### config.mk
export PLATFORM = sky130hd
export DESIGN_NAME = axiLiteSlave_flat
export DESIGN_NICKNAME = d
export VERILOG_FILES = /design/src/hw/diskGeomPkg.sv /design/src/hw/diskBusPkg.sv /design/src/hw/diskReqIf.sv /design/src/hw/axiLiteSlave.sv /design/src/flat_wrapper.sv
export SDC_FILE = /design/constraint.sdc
export NUM_CORES = 1
export LEC_CHECK = 0
export ABC_AREA = 1
export BUFFER_PORTS_ARGS = -buffer_cell sky130_fd_sc_hd__buf_2
export CAP_MARGIN = 25
export CORE_AREA = 2 2 87 89
export CTS_BUF_LIST = sky130_fd_sc_hd__clkbuf_4
export CTS_CLUSTER_SIZE = 12
export DETAILED_ROUTE_END_ITERATION = 6
export DIE_AREA = 0 0 89 91
export PLACE_DENSITY = 0.56
export SLEW_MARGIN = 10
export SYNTH_ARGS = -nofsm -noshare
export SYNTH_HDL_FRONTEND = slang
export SYNTH_SLANG_ARGS = --single-unit
### constraint.sdc
create_clock -name clk -period 1 [get_ports clk]
set_input_delay 0.15 -clock clk [delete_from_list [all_inputs] [get_ports clk]]
set_output_delay 0.15 -clock clk [all_outputs]
set_load 0.01 [all_outputs]
### src/hw/diskGeomPkg.sv
package diskGeomPkg;

	// Word index layout is {track, sector, word}.
	localparam int TrackBits = 2;
	localparam int SectorBits = 3;
	localparam int WordBits = 5;
	localparam int DiskAddrBits = TrackBits + SectorBits + WordBits;
	localparam int DiskWords = 1 << DiskAddrBits;

	typedef logic [DiskAddrBits-1:0] diskAddrT;
	typedef logic [31:0] diskWordT;

	localparam int BootWords = 16;

	// Entry 0 is the image length in words.
	localparam diskWordT BootImage [0:BootWords-1] = '{
		diskWordT'(BootWords),
		32'h0000_012c,
		32'h7000_0000,
		32'hb100_0000,
		32'h7f00_0000,
		32'h7d80_0fff,
		32'h6000_3401,
		32'h15d6_8002,
		32'h80d0_3200,
		32'h4000_0077,
		32'h60d0_33fe,
		32'h60d0_29ff,
		32'h42a0_0000,
		32'h60d8_3001,
		32'h15de_c001,
		32'h19c6_3000
	};

endpackage

### src/hw/diskBusPkg.sv
package diskBusPkg;

	localparam int AxiAddrBits = 32;
	localparam int AxiDataBits = 32;

	typedef logic [AxiAddrBits-1:0] axiAddrT;
	typedef logic [AxiDataBits-1:0] axiDataT;
	typedef logic [AxiDataBits/8-1:0] axiStrbT;
	typedef logic [1:0] axiRespT;

	localparam axiRespT RespOkay = 2'b00;
	localparam axiRespT RespSlvErr = 2'b10;
	localparam axiRespT RespDecErr = 2'b11;

	// ReadWait covers the first cycle of the two-cycle store read.
	typedef enum logic [1:0] {
		Idle,
		WriteResp,
		ReadWait,
		ReadResp
	} busStateT;

endpackage

### src/hw/diskReqIf.sv
`timescale 1ns/100ps

interface diskReqIf;
	import diskGeomPkg::*;

	// A request lasts one cycle and is only issued while ready is high.
	logic req;
	logic write;
	diskAddrT addr;
	diskWordT wdata;

	// Read data shows up two cycles after the request and is held until the next read.
	diskWordT rdata;
	logic ready;

	modport host (
		output req, write, addr, wdata,
		input rdata, ready
	);

	modport store (
		input req, write, addr, wdata,
		output rdata, ready
	);

endinterface

### src/hw/axiLiteSlave.sv
`timescale 1ns/100ps

module axiLiteSlave (
	input logic clk,
	input logic rst,
	input diskBusPkg::axiAddrT awaddr,
	input logic awvalid,
	output logic awready,
	input diskBusPkg::axiDataT wdata,
	input diskBusPkg::axiStrbT wstrb,
	input logic wvalid,
	output logic wready,
	output diskBusPkg::axiRespT bresp,
	output logic bvalid,
	input logic bready,
	input diskBusPkg::axiAddrT araddr,
	input logic arvalid,
	output logic arready,
	output diskBusPkg::axiDataT rdata,
	output diskBusPkg::axiRespT rresp,
	output logic rvalid,
	input logic rready,
	diskReqIf.host disk
);
	import diskGeomPkg::*;
	import diskBusPkg::*;

	localparam axiAddrT DiskBytes = axiAddrT'(DiskWords * 4);

	busStateT state;
	logic acceptWrite;
	logic acceptRead;
	logic writeAddrOk;
	logic readAddrOk;
	logic strbOk;

	function automatic logic addrOk(axiAddrT a);
		return (a < DiskBytes) && (a[1:0] == 2'b00);
	endfunction

	assign writeAddrOk = addrOk(awaddr);
	assign readAddrOk = addrOk(araddr);
	assign strbOk = &wstrb; // Partial writes are not supported.

	// A write needs both its address and data; it wins over a pending read.
	assign acceptWrite = (state == Idle) && disk.ready && awvalid && wvalid;
	assign acceptRead = (state == Idle) && disk.ready && arvalid && !(awvalid && wvalid);

	assign awready = acceptWrite;
	assign wready = acceptWrite;
	assign arready = acceptRead;

	// Refused and out-of-range transactions never reach the store.
	assign disk.req = (acceptWrite && writeAddrOk && strbOk) || (acceptRead && readAddrOk);
	assign disk.write = acceptWrite;
	assign disk.addr = acceptWrite ? awaddr[DiskAddrBits+1:2] : araddr[DiskAddrBits+1:2];
	assign disk.wdata = diskWordT'(wdata);

	assign bvalid = (state == WriteResp);
	assign rvalid = (state == ReadResp);
	assign rdata = (rresp == RespOkay) ? axiDataT'(disk.rdata) : '0;

	always_ff @(posedge clk)
	begin
		if (rst)
			state <= Idle;
		else
		begin
			case (state)
				Idle:
				begin
					if (acceptWrite)
						state <= WriteResp;
					else if (acceptRead)
						state <= ReadWait;
				end
				WriteResp:
				begin
					if (bready)
						state <= Idle;
				end
				ReadWait:
					state <= ReadResp; // Store data lands during this cycle.
				ReadResp:
				begin
					if (rready)
						state <= Idle;
				end
				default:
					state <= Idle;
			endcase
		end
	end

	always_ff @(posedge clk)
	begin
		if (acceptWrite)
		begin
			if (!writeAddrOk)
				bresp <= RespDecErr;
			else if (!strbOk)
				bresp <= RespSlvErr;
			else
				bresp <= RespOkay;
		end
		if (acceptRead)
			rresp <= readAddrOk ? RespOkay : RespDecErr;
	end

	// The write response holds until the master takes it.
	assert property (@(posedge clk) disable iff (rst)
		bvalid && !bready |=> bvalid && $stable(bresp));

endmodule

### src/flat_wrapper.sv
// flat-port wrapper written by rule: the top's interface ports become plain ports
module axiLiteSlave_flat import diskGeomPkg::*; import diskBusPkg::*;
  (clk, rst, awaddr, awvalid, awready, wdata, wstrb, wvalid, wready, bresp, bvalid, bready, araddr, arvalid, arready, rdata, rresp, rvalid, rready, disk_req, disk_write, disk_addr, disk_wdata, disk_rdata, disk_ready);
  diskReqIf disk_i ();
  input logic clk;
  input logic rst;
  input diskBusPkg::axiAddrT awaddr;
  input logic awvalid;
  output logic awready;
  input diskBusPkg::axiDataT wdata;
  input diskBusPkg::axiStrbT wstrb;
  input logic wvalid;
  output logic wready;
  output diskBusPkg::axiRespT bresp;
  output logic bvalid;
  input logic bready;
  input diskBusPkg::axiAddrT araddr;
  input logic arvalid;
  output logic arready;
  output diskBusPkg::axiDataT rdata;
  output diskBusPkg::axiRespT rresp;
  output logic rvalid;
  input logic rready;
  output wire logic [$bits(disk_i.req)-1:0] disk_req;
  output wire logic [$bits(disk_i.write)-1:0] disk_write;
  output wire logic [$bits(disk_i.addr)-1:0] disk_addr;
  output wire logic [$bits(disk_i.wdata)-1:0] disk_wdata;
  input wire logic [$bits(disk_i.rdata)-1:0] disk_rdata;
  input wire logic [$bits(disk_i.ready)-1:0] disk_ready;
  assign disk_req = disk_i.req;
  assign disk_write = disk_i.write;
  assign disk_addr = disk_i.addr;
  assign disk_wdata = disk_i.wdata;
  assign disk_i.rdata = disk_rdata;
  assign disk_i.ready = disk_ready;
  axiLiteSlave u_core (.clk(clk), .rst(rst), .awaddr(awaddr), .awvalid(awvalid), .awready(awready), .wdata(wdata), .wstrb(wstrb), .wvalid(wvalid), .wready(wready), .bresp(bresp), .bvalid(bvalid), .bready(bready), .araddr(araddr), .arvalid(arvalid), .arready(arready), .rdata(rdata), .rresp(rresp), .rvalid(rvalid), .rready(rready), .disk(disk_i));
endmodule
==> out/qor.json <==
{
  "n_fill_cell": {"value": 768},
  "antenna_violations_before_repair": {"value": 0},
  "end_kind": {"value": "output pin"},
  "worst-slew-pin-transition": {"value": 237.5, "unit": "ps"},
  "nets": {"value": 508},
  "cts.clk_slew.worst_paths": {"value": 50, "unit": "ps"},
  "die-area": {"value": 8099, "unit": "µm²"},
  "ctsLongestPathBuffers": {"value": 2},
  "numPlacedInstances": {"value": 449},
  "gr-total-overflow": {"value": 0},
  "viasPerCell": {"value": 3.751},
  "place.detailed.hpwl": {"value": 3403, "unit": "µm"},
  "cts_buffers": {"value": 3},
  "combined_flip_flop_and_latch_cell_area": {"value": 132.6, "unit": "µm²"},
  "finish.utilization": {"value": 36.40, "unit": "%"},
  "synth_seq_area_share": {"value": 11.48, "unit": "%"},
  "synth_top_area_cell": {"value": "sky130_fd_sc_hd__buf_4"},
  "numClockSinks": {"value": 5},
  "dieWidth": {"value": 89, "unit": "µm"},
  "yosysWarningCount": {"value": 0},
  "synth_top_family_by_area": {"value": "simple AND/OR/NAND/NOR gates"},
  "postRouteAntennaNets": {"value": 0},
  "cp_data_required_time": {"value": 850, "unit": "ps"},
  "synth_edf_count": {"value": 3},
  "critical_path.startpoint_type": {"value": "flop"},
  "p_per_area": {"value": 606.8, "unit": "nW/µm²"},
  "finalHoldViolations": {"value": 0},
  "groute.usage.overall": {"value": 9.646, "unit": "%"},
  "violation_count_after_the_first_detailed_route_iteration": {"value": 18},
  "synth_area": {"value": 1134, "unit": "µm²"},
  "yosys.area_share.xor_xnor": {"value": 0, "unit": "%"},
  "final_layout_size_suffix_gt1_share": {"value": 67.57, "unit": "%"},
  "core": {"value": 7137, "unit": "µm²"},
  "first_global_vias": {"value": 1575},
  "cts_max_level": {"value": 1},
  "insertedDiodeCount": {"value": 0},
  "synth_flop_cell": {"value": "sky130_fd_sc_hd__edfxtp_1"},
  "synth_fa_ha_area_share": {"value": 0, "unit": "%"},
  "synth.avg_cell_area": {"value": 5.176, "unit": "µm²"},
  "synth_simple_gate_area_share": {"value": 45.14, "unit": "%"},
  "routed-via-count": {"value": 1748},
  "yosys.cell_count.top_type": {"value": "sky130_fd_sc_hd__nor2_1"},
  "initial_core_util": {"value": 15.88, "unit": "%"},
  "timing_worst_setup_path_type": {"value": "reg2out"},
  "maxCapViolCount": {"value": 0},
  "result_of_the_run": {"value": "complete, but fails checks"},
  "clock-skew-final": {"value": 2.680, "unit": "ps"},
  "synth_fp_nets": {"value": 359},
  "grt_max_degree": {"value": 18},
  "boundaryPins": {"value": 225},
  "multiInputGateArea": {"value": 797.0, "unit": "µm²"},
  "synth_cell_type_count": {"value": 21},
  "power_switching_share": {"value": 39.29, "unit": "%"},
  "count_of_unresolved_drc_violations_after_routing": {"value": 0},
  "part_of_the_total_power_dissipated_in_sequential_elements": {"value": 19.2, "unit": "%"},
  "pwr-share-comb": {"value": 63.1, "unit": "%"},
  "final_min_period_over_clock_period": {"value": 144.8, "unit": "%"},
  "die_h": {"value": 91, "unit": "µm"},
  "placement.io_buffers": {"value": 160},
  "first_pass_iters": {"value": 4},
  "achievable-frequency": {"value": 690.4, "unit": "MHz"},
  "arrival": {"value": 1300, "unit": "ps"},
  "finalSetupViolations": {"value": 56},
  "postSynth.asyncResetShare": {"value": 0, "unit": "%"},
  "yosysTopAreaCellShare": {"value": 23.84, "unit": "%"},
  "timing.critical_path.fanout_max": {"value": 5},
  "postSynthCellCount": {"value": 219},
  "clk_latency": {"value": 240, "unit": "ps"},
  "compound_gate_fraction_of_synth_area": {"value": 1.656, "unit": "%"},
  "finish.cell_count_without_fillers": {"value": 466},
  "layout_stage_area_growth_over_the_synthesis_result": {"value": 129.1, "unit": "%"},
  "finalMaxSlewViolations": {"value": 0},
  "top_cells_by_area_in_the_synthesized_netlist": {"value": "sky130_fd_sc_hd__buf_4, sky130_fd_sc_hd__nor2_1, sky130_fd_sc_hd__nand2_1, sky130_fd_sc_hd__inv_1, sky130_fd_sc_hd__edfxtp_1"},
  "fin_ws": {"value": -448.5, "unit": "ps"},
  "yosys_register_bits": {"value": 5},
  "clockPowerShare": {"value": 17.7, "unit": "%"},
  "power_leakage": {"value": 1.487, "unit": "nW"},
  "internal_power": {"value": 956.8, "unit": "µW"},
  "grt_first_pass_wirelength": {"value": 6327, "unit": "µm"},
  "gp_routability_congestion": {"value": 0.7449},
  "setup_repair_after_global_routing_missed_its_margin": {"value": "yes"},
  "netlist_top_cells_count": {"value": "sky130_fd_sc_hd__nor2_1, sky130_fd_sc_hd__nand2_1, sky130_fd_sc_hd__inv_1, sky130_fd_sc_hd__buf_4"},
  "total_routed_wirelength": {"value": 4600, "unit": "µm"},
  "rows": {"value": 31},
  "cell_at_the_root_of_the_clock_tree": {"value": "sky130_fd_sc_hd__clkbuf_4"},
  "tritoncts": {"value": "done"},
  "worst_ir_drop_vdd": {"value": 318.9, "unit": "µV"},
  "p_switching": {"value": 619.3, "unit": "µW"},
  "hp-class": {"value": "in2reg"},
  "period_needed": {"value": 1448, "unit": "ps"},
  "wl_per_cell": {"value": 9.871, "unit": "µm"},
  "slew_headroom": {"value": 84.17, "unit": "%"},
  "failed_checks": {"value": "setup timing"},
  "multiplexer_area_fraction_after_synthesis": {"value": 0, "unit": "%"}
}
-- repair_timing --
item / CTS / global route
setup buffers: 4 / 4
hold buffers: 0 / 0
resized for setup: 22 / 50
pin swaps: 1 / 33
gates cloned: 2 / 4
setup endpoints to repair: 56 / 56
-- power groups by stage --
stage,sequential (mW),combinational [mW],clock (mW)
floorplan,0.311,0.590,0
global placement,0.305,0.842,0
detailed placement,0.308,0.853,0
CTS,0.303,0.922,0.297
global route,0.307,1.12,0.306
finish,0.303,0.994,0.280
-- cell families after synthesis --
group | Yosys count
AOI/OAI and AO/OA | 3
and+or+nand+nor | 123
buffers and inverters | 88
DFF | 5
-- path summary, 6_finish.rpt --
| check | to | start | slack [ps] | depth (start not counted) |
|---|---|---|---|---|
| setup / recovery | disk_addr[5] | u_core.state[1] | -450 | 6 |
| hold / removal | u_core.state[0] | rst | 80 | 2 |
| setup reg to reg | u_core.state[1] | u_core.state[1] | -380 | 9 |
| hold reg to reg | u_core.state[1] | u_core.state[1] | 540 | 2 |
-- layout by cell type, fill, tap and decap left out --
cell type                   synthesis  final
sky130_fd_sc_hd__buf_6              1     36
sky130_fd_sc_hd__nand3_1            2      2
sky130_fd_sc_hd__buf_12             0      1
sky130_fd_sc_hd__nand3_2            1      1
sky130_fd_sc_hd__edfxtp_1           3      3
sky130_fd_sc_hd__nor3_2             1      1
sky130_fd_sc_hd__nor2_1            56     23
sky130_fd_sc_hd__nand4_1            3      3
sky130_fd_sc_hd__buf_4             36     12
sky130_fd_sc_hd__nand2_2            2     12
sky130_fd_sc_hd__clkbuf_16          0      4
sky130_fd_sc_hd__dfxtp_2            0      2
sky130_fd_sc_hd__buf_8              0      1
sky130_fd_sc_hd__nor2_2             2      5
sky130_fd_sc_hd__inv_1             45     43
sky130_fd_sc_hd__o21a_1             1      1
sky130_fd_sc_hd__buf_2              0    128
sky130_fd_sc_hd__or2_2              3      3
sky130_fd_sc_hd__nand3b_4           0      1
sky130_fd_sc_hd__or2_1              1      1
sky130_fd_sc_hd__inv_8              0      1
sky130_fd_sc_hd__nand2_1           51     41
sky130_fd_sc_hd__buf_16             0      2
sky130_fd_sc_hd__clkbuf_4           0      4
sky130_fd_sc_hd__a31oi_1            1      1
sky130_fd_sc_hd__nor2_4             0     30
sky130_fd_sc_hd__a21oi_1            1      1
sky130_fd_sc_hd__inv_2              3      4
-- worst max-delay path, cell delays in order, from the launching register on --
cell and delay (ps):
sky130_fd_sc_hd__dfxtp_2 340, sky130_fd_sc_hd__nor2_4 130, sky130_fd_sc_hd__nand3b_4 150, sky130_fd_sc_hd__clkbuf_16 180
sky130_fd_sc_hd__nand2_1 60, sky130_fd_sc_hd__nand2_2 50, sky130_fd_sc_hd__buf_2 130
-- flip-flops by register name, summed over array words and instances, names as in the netlist --
register,flops
u_core.rresp,1
u_core.bresp,2
u_core.state,2
-- through the flow --
step / hold WS (ps) / TNS, ps / total power [mW] / cell area, µm² / setup slack (ps)
floorplan: 212.0 / -1625 / 0.9004 / 1318 / -68.86
global placement: 300.1 / -3329 / 1.147 / 2014 / -277.0
detailed placement: 300.1 / -3888 / 1.160 / 2014 / -283.9
CTS: 64.19 / -18150 / 1.522 / 2228 / -471.8
global route: 63.94 / -23660 / 1.733 / 2597 / -549.0
finish: 77.75 / -20350 / 1.576 / 2597 / -448.5
-- final cells by class --
cell class	instances	share of cell area (%)
clock buffer	4	1.156
inverter	48	7.225
multi-input combinational	126	30.68
sequential	5	5.106
tap	99	4.769
timing repair buffer	184	51.06
-- metal layers --
metal / GRT usage, % / wire [µm]
met1: 9.623 / 1712
met4: 2.239 / 13
met5: 0 / 0
met3: 2.818 / 547
met2: 18.91 / 2326
No activity file was read; power rests on OpenSTA's default activity.
